**config.mk**
```make
export PLATFORM = sky130hd
export DESIGN_NAME = audio_mixer_top
export DESIGN_NICKNAME = d
export VERILOG_FILES = /design/src/rtl/audio_fmt_pkg.sv /design/src/rtl/audio_mix_pkg.sv /design/src/rtl/fm_pcm_if.sv /design/src/rtl/audio_mixer_top.sv /design/src/rtl/fm_decode.sv /design/src/rtl/fm_psg_mix.sv /design/src/rtl/mix_clip.sv
export SDC_FILE = /design/constraint.sdc
export NUM_CORES = 1
export LEC_CHECK = 0
export BUFFER_PORTS_ARGS = -buffer_cell sky130_fd_sc_hd__buf_4
export CAP_MARGIN = 40
export CORE_MARGIN = 1.5
export CORE_UTILIZATION = 55
export DETAILED_ROUTE_END_ITERATION = 10
export GPL_TIMING_DRIVEN = 0
export MAX_ROUTING_LAYER = met4
export PLACE_DENSITY = 0.77
export SYNTH_ARGS = -nofsm -noshare
export SYNTH_HDL_FRONTEND = slang
export SYNTH_SLANG_ARGS = --single-unit
export TNS_END_PERCENT = 20
```
**constraint.sdc**
```tcl
create_clock -name MCLK -period 6.9 [get_ports MCLK]
set_input_delay 0.69 -clock MCLK [delete_from_list [all_inputs] [get_ports MCLK]]
set_output_delay 0.69 -clock MCLK [all_outputs]
set_load 0.005 [all_outputs]
```
**src/rtl/audio_fmt_pkg.sv**
```systemverilog
`default_nettype none

package audio_fmt_pkg;

	// raw FM word as delivered by the synthesizer
	localparam int FM_WORD_W = 10;

	// decoded signed FM value
	localparam int FM_VAL_W = 10;

	// offset-binary code of the ladder DAC form
	localparam int LADDER_CODE_W = 9;
	localparam int LADDER_BIAS = 256;

	localparam logic FM_MODE_LADDER = 1'b0;
	localparam logic FM_MODE_TWOS = 1'b1;

	// one input word, read either as ladder code or as two's complement
	typedef union packed {
		struct packed {
			logic spare;
			logic [LADDER_CODE_W-1:0] code;
		} ladder;
		logic signed [FM_WORD_W-1:0] twos;
	} fm_word_u;

endpackage

`default_nettype wire

```
**src/rtl/audio_mix_pkg.sv**
```systemverilog
`default_nettype none

package audio_mix_pkg;

	// PSG level, read as unsigned
	localparam int PSG_W = 16;

	// FM scale factors per format
	localparam int unsigned GAIN_LADDER = 64;
	localparam int unsigned GAIN_TWOS = 192;

	// unclipped sum, signed
	localparam int MIX_W = 19;

	// board output, signed
	localparam int OUT_W = 18;
	localparam int OUT_MAX = 131071;
	localparam int OUT_MIN = -131072;

	// edges from the sampling edge to the output edge
	localparam int PIPE_LAT = 2;

endpackage

`default_nettype wire

```
**src/rtl/fm_pcm_if.sv**
```systemverilog
`timescale 1ns/1ns
`default_nettype none

interface fm_pcm_if
	import audio_fmt_pkg::*, audio_mix_pkg::*;
	();

	logic valid;
	logic mode;
	logic signed [FM_VAL_W-1:0] left;
	logic signed [FM_VAL_W-1:0] right;
	logic [PSG_W-1:0] psg;

	modport source
		(
		output valid,
		output mode,
		output left,
		output right,
		output psg
		);

	modport sink
		(
		input valid,
		input mode,
		input left,
		input right,
		input psg
		);

endinterface

`default_nettype wire

```
**src/rtl/audio_mixer_top.sv**
```systemverilog
`timescale 1ns/1ns
`default_nettype none

module audio_mixer_top
	import audio_fmt_pkg::*, audio_mix_pkg::*;
	(
	input wire logic MCLK,
	input wire logic reset_i,

	// FM and PSG sample in
	input wire logic sample_strobe_i,
	input wire logic fm_mode_i,
	input wire logic [FM_WORD_W-1:0] fm_left_i,
	input wire logic [FM_WORD_W-1:0] fm_right_i,
	input wire logic [PSG_W-1:0] psg_i,

	// board audio out
	output logic out_valid_o,
	output logic [OUT_W-1:0] audio_left_o,
	output logic [OUT_W-1:0] audio_right_o,
	output logic clip_o
	);

	logic mix_valid;
	logic signed [MIX_W-1:0] mix_left;
	logic signed [MIX_W-1:0] mix_right;

	fm_pcm_if pcm ();

	fm_decode decode
		(
		.MCLK(MCLK),
		.reset_i(reset_i),
		.sample_strobe_i(sample_strobe_i),
		.fm_mode_i(fm_mode_i),
		.fm_left_i(fm_word_u'(fm_left_i)),
		.fm_right_i(fm_word_u'(fm_right_i)),
		.psg_i(psg_i),
		.pcm(pcm.source)
		);

	fm_psg_mix mix
		(
		.MCLK(MCLK),
		.reset_i(reset_i),
		.pcm(pcm.sink),
		.mix_valid_o(mix_valid),
		.mix_left_o(mix_left),
		.mix_right_o(mix_right)
		);

	mix_clip clip
		(
		.MCLK(MCLK),
		.reset_i(reset_i),
		.mix_valid_i(mix_valid),
		.mix_left_i(mix_left),
		.mix_right_i(mix_right),
		.out_valid_o(out_valid_o),
		.audio_left_o(audio_left_o),
		.audio_right_o(audio_right_o),
		.clip_o(clip_o)
		);

endmodule

`default_nettype wire

```
**src/rtl/fm_decode.sv**
```systemverilog
`timescale 1ns/1ns
`default_nettype none

module fm_decode
	import audio_fmt_pkg::*, audio_mix_pkg::*;
	(
	input wire logic MCLK,
	input wire logic reset_i,

	input wire logic sample_strobe_i,
	input wire logic fm_mode_i,
	input wire fm_word_u fm_left_i,
	input wire fm_word_u fm_right_i,
	input wire logic [PSG_W-1:0] psg_i,

	fm_pcm_if.source pcm
	);

	logic signed [FM_VAL_W-1:0] left_dec;
	logic signed [FM_VAL_W-1:0] right_dec;

	// ladder code is offset binary around the midpoint
	function automatic logic signed [FM_VAL_W-1:0] decode_fm
		(
		input fm_word_u word,
		input logic mode
		);
		logic signed [FM_VAL_W-1:0] val;
		if (mode == FM_MODE_LADDER)
		begin
			val = $signed({1'b0, word.ladder.code}) - $signed(FM_VAL_W'(LADDER_BIAS));
		end
		else
		begin
			val = word.twos;
		end
		return val;
	endfunction

	always_comb
	begin
		left_dec = decode_fm(fm_left_i, fm_mode_i);
		right_dec = decode_fm(fm_right_i, fm_mode_i);
	end

	always_ff @(posedge MCLK)
	begin
		if (reset_i)
		begin
			pcm.valid <= 1'b0;
		end
		else
		begin
			pcm.valid <= sample_strobe_i;
		end
	end

	// sample held until the next strobe
	always_ff @(posedge MCLK)
	begin
		if (sample_strobe_i)
		begin
			pcm.mode <= fm_mode_i;
			pcm.left <= left_dec;
			pcm.right <= right_dec;
			pcm.psg <= psg_i;
		end
	end

endmodule

`default_nettype wire

```
**src/rtl/fm_psg_mix.sv**
```systemverilog
`timescale 1ns/1ns
`default_nettype none

module fm_psg_mix
	import audio_fmt_pkg::*, audio_mix_pkg::*;
	(
	input wire logic MCLK,
	input wire logic reset_i,

	fm_pcm_if.sink pcm,

	output logic mix_valid_o,
	output logic signed [MIX_W-1:0] mix_left_o,
	output logic signed [MIX_W-1:0] mix_right_o
	);

	logic signed [MIX_W-1:0] psg_ext;
	logic signed [MIX_W-1:0] left_scaled;
	logic signed [MIX_W-1:0] right_scaled;

	// shift-and-add by a constant gain, 192 becomes <<7 plus <<6
	function automatic logic signed [MIX_W-1:0] scale_fm
		(
		input logic signed [FM_VAL_W-1:0] val,
		input int unsigned gain
		);
		logic signed [MIX_W-1:0] ext;
		logic signed [MIX_W-1:0] acc;
		ext = val;
		acc = '0;
		for (int i = 0; i < MIX_W; i++)
		begin
			if (gain[i])
			begin
				acc = acc + (ext <<< i);
			end
		end
		return acc;
	endfunction

	// PSG level is never negative
	assign psg_ext = $signed({{(MIX_W-PSG_W){1'b0}}, pcm.psg});

	always_comb
	begin
		if (pcm.mode == FM_MODE_TWOS)
		begin
			left_scaled = scale_fm(pcm.left, GAIN_TWOS);
			right_scaled = scale_fm(pcm.right, GAIN_TWOS);
		end
		else
		begin
			left_scaled = scale_fm(pcm.left, GAIN_LADDER);
			right_scaled = scale_fm(pcm.right, GAIN_LADDER);
		end
	end

	always_ff @(posedge MCLK)
	begin
		if (reset_i)
		begin
			mix_valid_o <= 1'b0;
		end
		else
		begin
			mix_valid_o <= pcm.valid;
		end
	end

	// full precision, clipping happens downstream
	always_ff @(posedge MCLK)
	begin
		if (pcm.valid)
		begin
			mix_left_o <= left_scaled + psg_ext;
			mix_right_o <= right_scaled + psg_ext;
		end
	end

endmodule

`default_nettype wire

```
**src/rtl/mix_clip.sv**
```systemverilog
`timescale 1ns/1ns
`default_nettype none

module mix_clip
	import audio_mix_pkg::*;
	(
	input wire logic MCLK,
	input wire logic reset_i,

	input wire logic mix_valid_i,
	input wire logic signed [MIX_W-1:0] mix_left_i,
	input wire logic signed [MIX_W-1:0] mix_right_i,

	output logic out_valid_o,
	output logic signed [OUT_W-1:0] audio_left_o,
	output logic signed [OUT_W-1:0] audio_right_o,
	output logic clip_o
	);

	logic signed [OUT_W-1:0] left_sat;
	logic signed [OUT_W-1:0] right_sat;
	logic left_hit;
	logic right_hit;

	function automatic void saturate
		(
		input logic signed [MIX_W-1:0] val,
		output logic signed [OUT_W-1:0] sat,
		output logic hit
		);
		if (val > OUT_MAX)
		begin
			sat = OUT_W'(OUT_MAX);
			hit = 1'b1;
		end
		else if (val < OUT_MIN)
		begin
			sat = OUT_W'(OUT_MIN);
			hit = 1'b1;
		end
		else
		begin
			sat = val[OUT_W-1:0];
			hit = 1'b0;
		end
	endfunction

	always_comb
	begin
		saturate(mix_left_i, left_sat, left_hit);
		saturate(mix_right_i, right_sat, right_hit);
	end

	always_ff @(posedge MCLK)
	begin
		if (reset_i)
		begin
			out_valid_o <= 1'b0;
			clip_o <= 1'b0;
		end
		else
		begin
			out_valid_o <= mix_valid_i;
			if (mix_valid_i)
			begin
				clip_o <= left_hit | right_hit;
			end
		end
	end

	// outputs hold the last result between samples
	always_ff @(posedge MCLK)
	begin
		if (mix_valid_i)
		begin
			audio_left_o <= left_sat;
			audio_right_o <= right_sat;
		end
	end

endmodule

`default_nettype wire

```
# ---- After elaboration in Yosys (flattened, before gate mapping)
# Cells that the tools add are included.
dict set report word_totals {
  reg_bits 115
  input_bits 40
  out_inout_bits 38
  elab_cells 35
}
dict set report op_classes {
  addsub 6
  n_lt_le_gt_ge 4
  mux 12
  n_bitwise 1
}
# op count
set op_table {}
lappend op_table {{$add 19x17->19} 4}
lappend op_table {{$mux 19} 4}
lappend op_table {{$gt 19x18->1 const B} 2}
lappend op_table {{$lt 19x18->1 const B} 2}
lappend op_table {{$mux 18} 2}
lappend op_table {{$mux 10} 2}
lappend op_table {{$sub 9x9->10 const B} 2}
lappend op_table {{$mux 1} 4}
lappend op_table {{$or 1x1->1} 1}

# ---- Logic depth before layout (Yosys ltp)
# Gate-level depths: netlist of run 1.
dict set report logic_depth {
  word_depth 4
  mapped_depth 16
  depth_no_buf 16
}

# ---- Cells and area by module
# Synthesis of run 1 repeated with hierarchy kept, for this count alone.
dict set report unflattened {
  cells_unflattened 452
  hier_area_um2 5681.7
}
# mod instances cells_per_inst area_each_um2
set by_module_without_submodules {}
lappend by_module_without_submodules {fm_psg_mix 1 280 2937.8}
lappend by_module_without_submodules {mix_clip 1 127 1571.5}
lappend by_module_without_submodules {fm_decode 1 45 1172.4}

# ---- Worst setup path after synthesis of run 1
# Ideal clock, no wire load.
dict set report synth_timing {
  path_type {register to register}
  start {reg decode.pcm.left[1]}
  end {reg mix.mix_left_o[17] (data pin)}
  setup_time_ns 0.260
  t_arrival_ns 3.209
  t_required_ns 6.640
  setup_slack_ns 3.431
  path_stages_with_launch 16
  n_path_buf 0
  synth_period_minus_slack_ns 3.469
  cell_sequence {edfxtp_1 -> ha_1 -> inv_1 -> fa_1 -> nor2b_1 -> o21ai_1 -> a21boi_0 -> o21a_1 -> nor3_1 -> o31ai_1 -> ha_1 -> and2b_2 -> a41oi_2 -> nand2b_1 -> o31a_1 -> mux2_4}
}
dict set report synth_between {
  elab_chain_len 4
}
# element line
set synth_rtl {}
lappend synth_rtl {{start, declared} fm_pcm_if.sv:18} ;# output left,
lappend synth_rtl {{start signal, assigned} fm_decode.sv:64} ;# pcm.left <= left_dec;
lappend synth_rtl {{$mux 19} fm_psg_mix.sv:46} ;# if (pcm.mode == FM_MODE_TWOS)
lappend synth_rtl {{$add 19x17->19} fm_psg_mix.sv:35} ;# acc = acc + (ext <<< i);
lappend synth_rtl {{$mux 19 *} fm_psg_mix.sv:46}
lappend synth_rtl {{$add 19x17->19 *} fm_psg_mix.sv:75} ;# mix_left_o <= left_scaled + psg_ext;
lappend synth_rtl {{end signal, assigned} fm_psg_mix.sv:75}
lappend synth_rtl {{end, declared} fm_psg_mix.sv:13} ;# output logic signed [MIX_W-1:0] mix_left_o,
# Mark *: on every way between the ends. The rest lies on a longest branch, timed or not. The select of a mux whose other input is x is not followed.
# A chain may end at the register's enable or synchronous reset.

# ---- Worst setup path after layout of run 1
# Same ends and word-level chain as after synthesis.

==> impl_results.html, run 1 <==
<table>
<tr><th>Metric</th><th>Value</th></tr>
<tr><th colspan="2">Global route</th></tr>
<tr><td>First-pass GRT wire length</td><td>between 15000 and 20000 µm</td></tr>
<tr><td>Via count of the first global-routing pass</td><td>between 3000 and 4000</td></tr>
<tr><td>Antenna violations before repair</td><td>0</td></tr>
<tr><td>Overflow left after global routing</td><td>0</td></tr>
<tr><td>Maximum number of pins on one net before global-route repair</td><td>39</td></tr>
<tr><td>GRT Total Usage</td><td>0.192</td></tr>
<tr><th colspan="2">Routing</th></tr>
<tr><td>Post-route DRC violation count</td><td>0</td></tr>
<tr><td>1st-iter DRT viols</td><td>168</td></tr>
<tr><td>Drt pass-1 iters</td><td>5</td></tr>
<tr><td>ANT nets after route</td><td>0</td></tr>
<tr><td>Routed via count</td><td>between 3000 and 4000</td></tr>
<tr><td>Routed length per instance</td><td>13.7 µm</td></tr>
<tr><td>Post-detailed-routing wire length</td><td>9920 µm</td></tr>
<tr><td>Ratio of routed vias to standard cells</td><td>5.34</td></tr>
<tr><th colspan="2">Die</th></tr>
<tr><td>Initial core utilization</td><td>0.564</td></tr>
<tr><td>Height of the die</td><td>105 µm</td></tr>
<tr><td>Die Span X</td><td>105 µm</td></tr>
<tr><td>Std-Cell Rows</td><td>37</td></tr>
<tr><td>Core Footprint</td><td>10200 µm²</td></tr>
<tr><td>Total die area</td><td>11100 µm²</td></tr>
<tr><td>Num ports</td><td>78</td></tr>
<tr><th colspan="2">Timing</th></tr>
<tr><td>Number of failing setup endpoints in the final timing report</td><td>0</td></tr>
<tr><td>Worst hold margin</td><td>roughly 430 ps</td></tr>
<tr><td>Transition at the pin with the smallest max-transition slack</td><td>679 ps</td></tr>
<tr><td>Relative slew margins</td><td>0.546</td></tr>
<tr><td>Accumulated negative setup slack</td><td>0 ps</td></tr>
<tr><td>Final-report hold violation count</td><td>0</td></tr>
<tr><td>Peak Freq</td><td>258 MHz</td></tr>
<tr><td>Ratio of final minimum period to clock period</td><td>0.562</td></tr>
<tr><td>Final clock skew</td><td>10.2 ps</td></tr>
<tr><td>Unrepaired setup endpoints after global routing</td><td>false</td></tr>
<tr><td>Min Tclk post-route</td><td>3870 ps</td></tr>
<tr><td>Slew Limit Fails</td><td>0</td></tr>
<tr><th colspan="2">Clock tree</th></tr>
<tr><td>Total CTS buffers</td><td>9</td></tr>
<tr><td>Clock Root Buffer</td><td>clkbuf_8</td></tr>
<tr><td>Buffer depth of the longest clock path</td><td>2</td></tr>
<tr><td>Clock transition at the registers of the reported paths</td><td>110 ps</td></tr>
<tr><td>Latest clock arrival within the worst-skew pair</td><td>370 ps</td></tr>
<tr><td>Hold buffer count at cts</td><td>0</td></tr>
<tr><td>Number of buffers inserted to repair setup after CTS</td><td>0</td></tr>
<tr><td>Resize count post-CTS</td><td>0</td></tr>
<tr><td>Number of H-tree levels</td><td>3</td></tr>
<tr><td>Number of sinks driven by the clock tree</td><td>109</td></tr>
<tr><td>Clock tree from TritonCTS</td><td>built</td></tr>
<tr><th colspan="2">Layout</th></tr>
<tr><td>Diode insertion count for antenna repair</td><td>0</td></tr>
<tr><td>Synth-to-Final Area Change</td><td>17.4%</td></tr>
<tr><td>Final non-filler cell total</td><td>just over 700</td></tr>
<tr><td>Fraction of final layout cells with drive strength greater than 1</td><td>0.208</td></tr>
<tr><td>Number of nets in the finished design</td><td>667</td></tr>
<tr><th colspan="2">Logic synthesis</th></tr>
<tr><td>Flip-flop and latch count after synthesis</td><td>approximately 110</td></tr>
<tr><td>Post-synth design cell area</td><td>5770 µm²</td></tr>
<tr><td>Synthesized-area fraction occupied by ao, oa, aoi and oai cells</td><td>0.156</td></tr>
<tr><td>Number of distinct standard cells referenced by the synthesized netlist</td><td>48</td></tr>
<tr><td>Post-synthesis cell count</td><td>491</td></tr>
<tr><td>Area share of xor/xnor cells in the synthesized design</td><td>0.0319</td></tr>
<tr><td>Synthesized net count</td><td>roughly 580</td></tr>
<tr><td>Area share of the largest cell type after synthesis</td><td>0.547</td></tr>
<tr><td>Synthesis warning total</td><td>0</td></tr>
<tr><td>Synthesized-area fraction occupied by adder cells</td><td>0.105</td></tr>
<tr><td>Combinational family with the most area after synthesis</td><td>compound AO/OA/AOI/OAI gates</td></tr>
<tr><td>Share of synthesized flip-flops with an asynchronous set or reset</td><td>0</td></tr>
<tr><td>Dominant register cell in the synthesized netlist</td><td>edfxtp_1</td></tr>
<tr><td>Area fraction in and, or, nand and nor cells after synthesis</td><td>0.113</td></tr>
<tr><td>Top cells by area in the synthesized netlist</td><td>edfxtp_1 55%, ha_1 9.1%, nor2_1 4.7%</td></tr>
<tr><td>Dominant cell type by area after synthesis</td><td>edfxtp_1</td></tr>
<tr><td>Portion of netlist area occupied by mux cells</td><td>0.0130</td></tr>
<tr><td>Average footprint of a synthesized cell</td><td>11.7 µm²</td></tr>
<tr><td>Proportion of synthesized chip area in sequential cells</td><td>0.561</td></tr>
<tr><td>Number of enable flip-flop cells after synthesis</td><td>about 110</td></tr>
<tr><th colspan="2">Flow run</th></tr>
<tr><td>Reported max-cap violation count</td><td>0</td></tr>
<tr><th colspan="2">Setup path</th></tr>
<tr><td>Classification of the worst setup path</td><td>register to register</td></tr>
<tr><td>Req. time, crit path</td><td>7030 ps</td></tr>
<tr><td>Critical-path maximum fanout</td><td>3</td></tr>
<tr><td>Kind of launch point of the worst setup path</td><td>register</td></tr>
<tr><td>Data arrival, critical path</td><td>4000 ps</td></tr>
<tr><td>Kind of end point of the critical path</td><td>register</td></tr>
<tr><th colspan="2">Power</th></tr>
<tr><td>Switching power of the nets</td><td>between 0.0005 and 0.0006 W</td></tr>
<tr><td>Combinational share of power</td><td>0.276</td></tr>
<tr><td>Share of total power in sequential cells</td><td>0.491</td></tr>
<tr><td>Worst vdd ir</td><td>142 µV</td></tr>
<tr><td>Clock Power Share</td><td>0.234</td></tr>
<tr><td>Share of total power consumed by net switching</td><td>0.302</td></tr>
<tr><td>Internal power summed over all cells</td><td>0.00121 W</td></tr>
<tr><td>Ratio of total power to cell area</td><td>256 nW/µm²</td></tr>
<tr><td>Static Leak</td><td>2.61 nW</td></tr>
<tr><th colspan="2">Status</th></tr>
<tr><td>Run status</td><td>completed</td></tr>
<tr><th colspan="2">Hold path</th></tr>
<tr><td>Worst hold-check path type</td><td>register to register</td></tr>
<tr><th colspan="2">Placed design</th></tr>
<tr><td>Placed cells</td><td>706</td></tr>
<tr><td>Buffers on Ports</td><td>77</td></tr>
<tr><td>DP Wirelength</td><td>7660 µm</td></tr>
<tr><td>Global placer's final weighted congestion</td><td>0.864</td></tr>
</table>
## power groups by stage
stage	clock network [W]	registers, W	logic, W
detailed placement	0	0.000865	0.000474
global route	0.000435	0.000856	0.000534
global placement	0	0.000866	0.000450
CTS	0.000415	0.000850	0.000478
floorplan	0	0.000857	0.000360
finish	0.000405	0.000850	0.000477
## worst paths after layout
path	to	slack (ps)	depth (start not counted)	startpoint
max reg2reg	mix.mix_left_o[17]	3030	15	decode.pcm.left[1]
min reg2reg	mix.mix_right_o[3]	430	0	decode.pcm.psg[3]
max	mix.mix_left_o[17]	3030	15	decode.pcm.left[1]
min	mix.mix_right_o[3]	430	0	decode.pcm.psg[3]
## state kept, by name (all words and copies together), names as in the netlist, 10 cells and up
name                count
mix.mix_right_o        19
clip.audio_left_o      18
clip.audio_right_o     18
decode.pcm.psg         16
mix.mix_left_o         13
decode.pcm.left        10
decode.pcm.right       10
## area by class of cell
cell class | count | area, µm²
buffer | 18 | 78.8
fill | 746 | 3460
clock inverter | 7 | 91.3
clock buffer | 9 | 124
tap | 136 | 170
inverter | 11 | 41.3
multi-input combinational | 353 | 2410
sequential | 109 | 3230
timing repair buffer | 79 | 621
## metrics by stage
stage / power, W / worst slack [ps] / util / instance area (µm²)
floorplan: 0.00122 / 3430 / - / 5770
global placement: 0.00132 / 3110 / 0.637 / 6510
detailed placement: 0.00134 / 3050 / 0.641 / 6560
CTS: 0.00174 / 3020 / 0.662 / 6770
global route: 0.00183 / 2720 / 0.662 / 6770
finish: 0.00173 / 3030 / 0.662 / 6770
## worst max-delay path, cell delays in order (launching register included)
cell      delay (ps)
edfxtp_1         400
ha_1             230
inv_1             70
fa_1             390
nor2b_1          130
o21ai_1           80
a21boi_0         340
o21a_1           180
nor3_1            50
o31ai_1          380
ha_1             340
and2b_2          210
a41oi_2          170
nand2b_1         100
o31a_1           260
mux2_4           310
## cell usage in the layout (no fill, tap or decap), types with 4 or more instances in the layout
| cell type | count |
|---|---|
| a211oi_1 | 10 |
| a211oi_2 | 4 |
| a21o_1 | 6 |
| a21oi_1 | 20 |
| buf_4 | 78 |
| clkbuf_1 | 16 |
| clkbuf_8 | 9 |
| dfxtp_1 | 4 |
| edfxtp_1 | 105 |
| fa_1 | 4 |
| ha_1 | 42 |
| inv_1 | 10 |
| mux2_2 | 4 |
| nand2_1 | 45 |
| nand3_1 | 4 |
| nor2_1 | 72 |
| nor2b_1 | 9 |
| nor3_1 | 7 |
| o21a_1 | 10 |
| o21ai_0 | 45 |
| o21ai_1 | 4 |
| o31a_1 | 4 |
| xnor2_1 | 16 |
| xor2_1 | 5 |
## cell usage after synthesis (2+ instances only)
master	number
nand4b_1	2
nor4b_1	2
a211oi_1	10
o21ai_1	4
o21ai_0	45
mux2_2	4
a21oi_1	20
o41ai_1	2
nor2b_1	9
and2_2	2
ha_1	42
edfxtp_1	105
o31a_1	4
nand2_1	45
inv_1	10
nand3_1	4
clkbuf_1	16
o21a_1	10
o31ai_1	3
xor2_1	5
a21boi_0	3
nor2_1	72
mux2_4	2
fa_1	4
nor3_1	7
a211o_1	2
a41oi_2	3
a31oi_4	2
dfxtp_1	4
a211oi_2	4
a21o_1	6
nand2b_1	2
a21o_2	2
xnor2_1	16
o21ai_2	2
and2b_2	2
o211ai_1	3
## cell families (layout without fill, tap and decap cells)
logic type	Yosys count	after routing
adders and majority gates	46	46
buffers and inverters	29	124
DFF	109	109
xor gates and xnor gates	21	21
and+or+nand+nor	150	150
muxes	6	6
AOI/OAI and AO/OA	130	130
## metal layers
layer	vias to the layer above	wire length, µm	GRT usage
met2	88	4750	0.308
li1	1991	-	-
met3	15	312	0.0247
met4	0	218	0.0939
met5	-	0	-
met1	1758	4650	0.244
(Power assumes the default switching activity.)
==> run 2: changes to the inputs <==
--- a/config.mk
+++ b/config.mk
@@ -5,6 +5,7 @@
 export SDC_FILE = /design/constraint.sdc
 export NUM_CORES = 1
 export LEC_CHECK = 0
+export ABC_AREA = 1
 export BUFFER_PORTS_ARGS = -buffer_cell sky130_fd_sc_hd__buf_4
 export CAP_MARGIN = 40
 export CORE_MARGIN = 1.5
==> constraint.sdc (replaced) <==
create_clock -name MCLK -period 3.6 [get_ports MCLK]
set_input_delay 0.36 -clock MCLK [delete_from_list [all_inputs] [get_ports MCLK]]
set_output_delay 0.36 -clock MCLK [all_outputs]
set_load 0.005 [all_outputs]
==> run 2 against run 1 <==
Against the previous run:
- clock skew increased by 4.7 ps
- first-iteration DRC count decreased by 29%
- sequential share of layout area increased by 0.33 points
- critical path depth increased by 3
- register-to-register slack got worse by 2400 ps
- worst hold slack got worse by 270 ps
- global-route usage increased by 0.30 points
- maximum frequency increased by 29%
- cell area decreased by 0.68%
- die area decreased by 0.55%
- worst setup slack got worse by 2400 ps
- sequential power increased by 91%
- critical path type unchanged
- largest power group unchanged
==> impl_results.html, run 2 <==
<table>
<tr><th>Metric</th><th>Value</th></tr>
<tr><th colspan="2">Setup path</th></tr>
<tr><td>Crit. Startpoint</td><td>decode.pcm.right[2]</td></tr>
<tr><td>Launching point of the worst reg2reg path</td><td>decode.pcm.right[2]</td></tr>
<tr><td>Worst R2R Path Depth</td><td>18</td></tr>
<tr><td>Critical path's most frequent cell</td><td>nand2_1</td></tr>
<tr><td>Stages on worst setup path</td><td>18</td></tr>
<tr><td>Critical path cell sequence</td><td>ha_1 &gt; nand2_1 &gt; nand2_1 &gt; a21oi_1 &gt; o21ai_0 &gt; or2_1 &gt; nand3_1 &gt; nand2_1 &gt; ha_1 &gt; nand2_1 &gt; nor2_1 &gt; nand3_1 &gt; nand3_1 &gt; nand2_1 &gt; nand2_1 &gt; nand2_1 &gt; nand2_1 &gt; nand2_1</td></tr>
<tr><td>Number of buffer and inverter stages on the critical path</td><td>0</td></tr>
<tr><td>Highest-delay cell along the critical path</td><td>edfxtp_1</td></tr>
<tr><td>Data arrival, critical path</td><td>around 3100 ps</td></tr>
<tr><td>Highest cell delay on the worst timing path</td><td>460 ps</td></tr>
<tr><td>End of the worst register-to-register path</td><td>mix.mix_right_o[17]</td></tr>
<tr><td>Register-to-register setup slack</td><td>590 ps</td></tr>
<tr><td>Classification of the worst setup path</td><td>register to register</td></tr>
<tr><td>Critical Path End</td><td>mix.mix_right_o[17]</td></tr>
<tr><td>Kind of end point of the critical path</td><td>register</td></tr>
<tr><td>Kind of launch point of the worst setup path</td><td>register</td></tr>
<tr><td>Critical-path maximum fanout</td><td>7</td></tr>
<tr><td>Req. time, crit path</td><td>3730 ps</td></tr>
<tr><td>Top delay family on crit path</td><td>simple AND/OR/NAND/NOR gates</td></tr>
<tr><th colspan="2">Die</th></tr>
<tr><td>Die Span X</td><td>roughly 110 µm</td></tr>
<tr><td>Total die area</td><td>11000 µm²</td></tr>
<tr><td>Num ports</td><td>78</td></tr>
<tr><td>Std-Cell Rows</td><td>37</td></tr>
<tr><td>Initial core utilization</td><td>0.560</td></tr>
<tr><td>Height of the die</td><td>about 110 µm</td></tr>
<tr><td>Core Footprint</td><td>around 10000 µm²</td></tr>
<tr><th colspan="2">Global route</th></tr>
<tr><td>Maximum number of pins on one net before global-route repair</td><td>39</td></tr>
<tr><td>GRT Total Usage</td><td>0.195</td></tr>
<tr><td>Overflow left after global routing</td><td>0</td></tr>
<tr><td>First-pass GRT wire length</td><td>16400 µm</td></tr>
<tr><td>Antenna violations before repair</td><td>0</td></tr>
<tr><td>Via count of the first global-routing pass</td><td>3625</td></tr>
<tr><th colspan="2">Logic synthesis</th></tr>
<tr><td>Share of synthesized flip-flops with an asynchronous set or reset</td><td>0</td></tr>
<tr><td>Dominant cell type by area after synthesis</td><td>edfxtp_1</td></tr>
<tr><td>Post-synth design cell area</td><td>5730 µm²</td></tr>
<tr><td>Dominant register cell in the synthesized netlist</td><td>edfxtp_1</td></tr>
<tr><td>Leading cell type by number of instances after synthesis</td><td>nand2_1</td></tr>
<tr><td>Area share of the largest cell type after synthesis</td><td>0.550</td></tr>
<tr><td>Proportion of synthesized chip area in sequential cells</td><td>0.564</td></tr>
<tr><td>Number of enable flip-flop cells after synthesis</td><td>105</td></tr>
<tr><td>Most instantiated cells after synthesis</td><td>145 x nand2_1, 105 x edfxtp_1, 63 x inv_1</td></tr>
<tr><td>Top cells by area in the synthesized netlist</td><td>edfxtp_1 55%, nand2_1 9.5%, ha_1 9.2%</td></tr>
<tr><td>Synthesis warning total</td><td>0</td></tr>
<tr><td>Average footprint of a synthesized cell</td><td>10.4 µm²</td></tr>
<tr><td>Synthesized net count</td><td>638</td></tr>
<tr><td>Flip-flop and latch count after synthesis</td><td>109</td></tr>
<tr><td>Post-synthesis cell count</td><td>552</td></tr>
<tr><td>Number of distinct standard cells referenced by the synthesized netlist</td><td>33</td></tr>
<tr><th colspan="2">Clock tree</th></tr>
<tr><td>Clock transition at the registers of the reported paths</td><td>~110 ps</td></tr>
<tr><td>Latest clock arrival within the worst-skew pair</td><td>370 ps</td></tr>
<tr><td>Number of buffers inserted to repair setup after CTS</td><td>0</td></tr>
<tr><td>Resize count post-CTS</td><td>0</td></tr>
<tr><td>Clock Root Buffer</td><td>clkbuf_8</td></tr>
<tr><td>Total CTS buffers</td><td>9</td></tr>
<tr><td>Buffer depth of the longest clock path</td><td>2</td></tr>
<tr><td>Number of sinks driven by the clock tree</td><td>109</td></tr>
<tr><td>Hold buffer count at cts</td><td>0</td></tr>
<tr><td>Number of H-tree levels</td><td>3</td></tr>
<tr><td>Clock tree from TritonCTS</td><td>built</td></tr>
<tr><th colspan="2">Placed design</th></tr>
<tr><td>Worst-case setup slack after placement</td><td>approximately 620 ps</td></tr>
<tr><td>Global placer's final weighted congestion</td><td>between 0.8 and 0.9</td></tr>
<tr><td>Placed cells</td><td>767</td></tr>
<tr><td>Buffers on Ports</td><td>77</td></tr>
<tr><td>DP Wirelength</td><td>7730 µm</td></tr>
<tr><th colspan="2">Layout</th></tr>
<tr><td>Leading cell type in the layout, fill and taps excluded</td><td>nand2_1</td></tr>
<tr><td>Final non-filler cell total</td><td>around 780</td></tr>
<tr><td>Synth-to-Final Area Change</td><td>17.3%</td></tr>
<tr><td>Top library cells by usage in the layout, fill and taps aside</td><td>145 x nand2_1, 105 x edfxtp_1, 77 x buf_4, 63 x inv_1, 42 x ha_1</td></tr>
<tr><td>Register name with the most flops</td><td>mix.mix_right_o</td></tr>
<tr><td>Diode insertion count for antenna repair</td><td>0</td></tr>
<tr><td>Number of nets in the finished design</td><td>728</td></tr>
<tr><td>Fraction of final layout cells with drive strength greater than 1</td><td>0.195</td></tr>
<tr><td>Registers with the most flip-flops</td><td>mix.mix_right_o: 19 flops, clip.audio_left_o: 18 flops, clip.audio_right_o: 18 flops</td></tr>
<tr><td>Largest register FFs</td><td>19</td></tr>
<tr><th colspan="2">Routing</th></tr>
<tr><td>Post-route DRC violation count</td><td>0</td></tr>
<tr><td>ANT nets after route</td><td>0</td></tr>
<tr><td>Ratio of routed vias to standard cells</td><td>4.97</td></tr>
<tr><td>Post-detailed-routing wire length</td><td>around 9700 µm</td></tr>
<tr><td>Met2 wire length</td><td>4730 µm</td></tr>
<tr><td>Routed via count</td><td>3891</td></tr>
<tr><td>DR top layer</td><td>met4</td></tr>
<tr><td>Met1 Routed Length</td><td>4520 µm</td></tr>
<tr><td>Routed length per instance</td><td>12.4 µm</td></tr>
<tr><td>Drt pass-1 iters</td><td>4</td></tr>
<tr><td>Met3 wire length</td><td>321 µm</td></tr>
<tr><td>1st-iter DRT viols</td><td>120</td></tr>
<tr><th colspan="2">Timing</th></tr>
<tr><td>PnR worst setup slack</td><td>591 ps</td></tr>
<tr><td>Number of failing setup endpoints in the final timing report</td><td>0</td></tr>
<tr><td>Relative slew margins</td><td>0.581</td></tr>
<tr><td>Final clock skew</td><td>14.9 ps</td></tr>
<tr><td>Ratio of final minimum period to clock period</td><td>0.836</td></tr>
<tr><td>Slew Limit Fails</td><td>0</td></tr>
<tr><td>Worst hold margin</td><td>154 ps</td></tr>
<tr><td>Unrepaired setup endpoints after global routing</td><td>false</td></tr>
<tr><td>Accumulated negative setup slack</td><td>0 ps</td></tr>
<tr><td>Peak Freq</td><td>332 MHz</td></tr>
<tr><td>Final-report hold violation count</td><td>0</td></tr>
<tr><td>Min Tclk post-route</td><td>3010 ps</td></tr>
<tr><td>Transition at the pin with the smallest max-transition slack</td><td>627 ps</td></tr>
<tr><th colspan="2">Hold path</th></tr>
<tr><td>Hold path depth</td><td>1</td></tr>
<tr><td>Worst hold-check path type</td><td>input port to register</td></tr>
<tr><th colspan="2">Status</th></tr>
<tr><td>Run status</td><td>completed</td></tr>
<tr><th colspan="2">Power</th></tr>
<tr><td>Ratio of total power to cell area</td><td>474 nW/µm²</td></tr>
<tr><td>Worst vdd ir</td><td>218 µV</td></tr>
<tr><td>Static Leak</td><td>3.03 nW</td></tr>
<tr><td>Total design power</td><td>0.00319 W</td></tr>
<tr><th colspan="2">Flow run</th></tr>
<tr><td>Reported max-cap violation count</td><td>0</td></tr>
</table>
run 2: cell count changes after synthesis, moves of 7 or more:
cell	change
nand2_1	+100
inv_1	+53
a211oi_1	-9
nand3_1	+18
clkbuf_1	-10
o21ai_0	-20
nor2b_1	-9
nor3_1	-7
nor2_1	-31
xnor2_1	-7
run 2: worst min-delay path by stage:
stage                            startpoint                   to  slack, ps
after floorplan           decode.pcm.psg[0]   mix.mix_right_o[0]        400
after global placement    decode.pcm.psg[0]   mix.mix_right_o[0]        400
after detailed placement  decode.pcm.psg[4]   mix.mix_right_o[4]        400
after CTS                     fm_right_i[6]  decode.pcm.right[6]        130
after global routing          fm_right_i[6]  decode.pcm.right[6]        120
final                         fm_right_i[1]  decode.pcm.right[1]        150
run 2: layout make-up:
cell class	count	area [µm²]
repair buffers	79	621
clock buffers	9	124
fillers	829	3510
plain buffers	10	42.5
inverters	63	236
multi-input cells	370	2220
well taps	136	170
clock inverters	7	77.6
flip-flops and latches	109	3230
run 2: logic make-up after synthesis:
kind of cell,Yosys count,synth area share
fa+ha+maj,46,0.106
xor+xnor,19,0.0290
buf+inv,73,0.0487
flops,109,0.564
simple gates,235,0.176
compound gates,70,0.0766
run 2: where the power goes:
group          internal, W  switching [W]  total [W]  leakage [nW]
sequential         0.00156      0.0000567    0.00162          1.02
clock             0.000277       0.000448   0.000725         0.104
combinational     0.000355       0.000491   0.000846          1.90
total              0.00219       0.000996    0.00319          3.03
run 2: per-stage QoR:
| stage | utilization | area [µm²] |
|---|---|---|
| after floorplan | - | 5730 |
| after global placement | 0.633 | 6480 |
| after detailed placement | 0.638 | 6520 |
| after CTS | 0.657 | 6730 |
| after global routing | 0.657 | 6730 |
| final | 0.657 | 6730 |
run 2: per-layer routing:
layer / up-vias / track usage
met4: 0 / 0.0685
met5: - / -
met3: 15 / 0.0299
met1: 1743 / 0.243
met2: 88 / 0.326
li1: 2045 / -
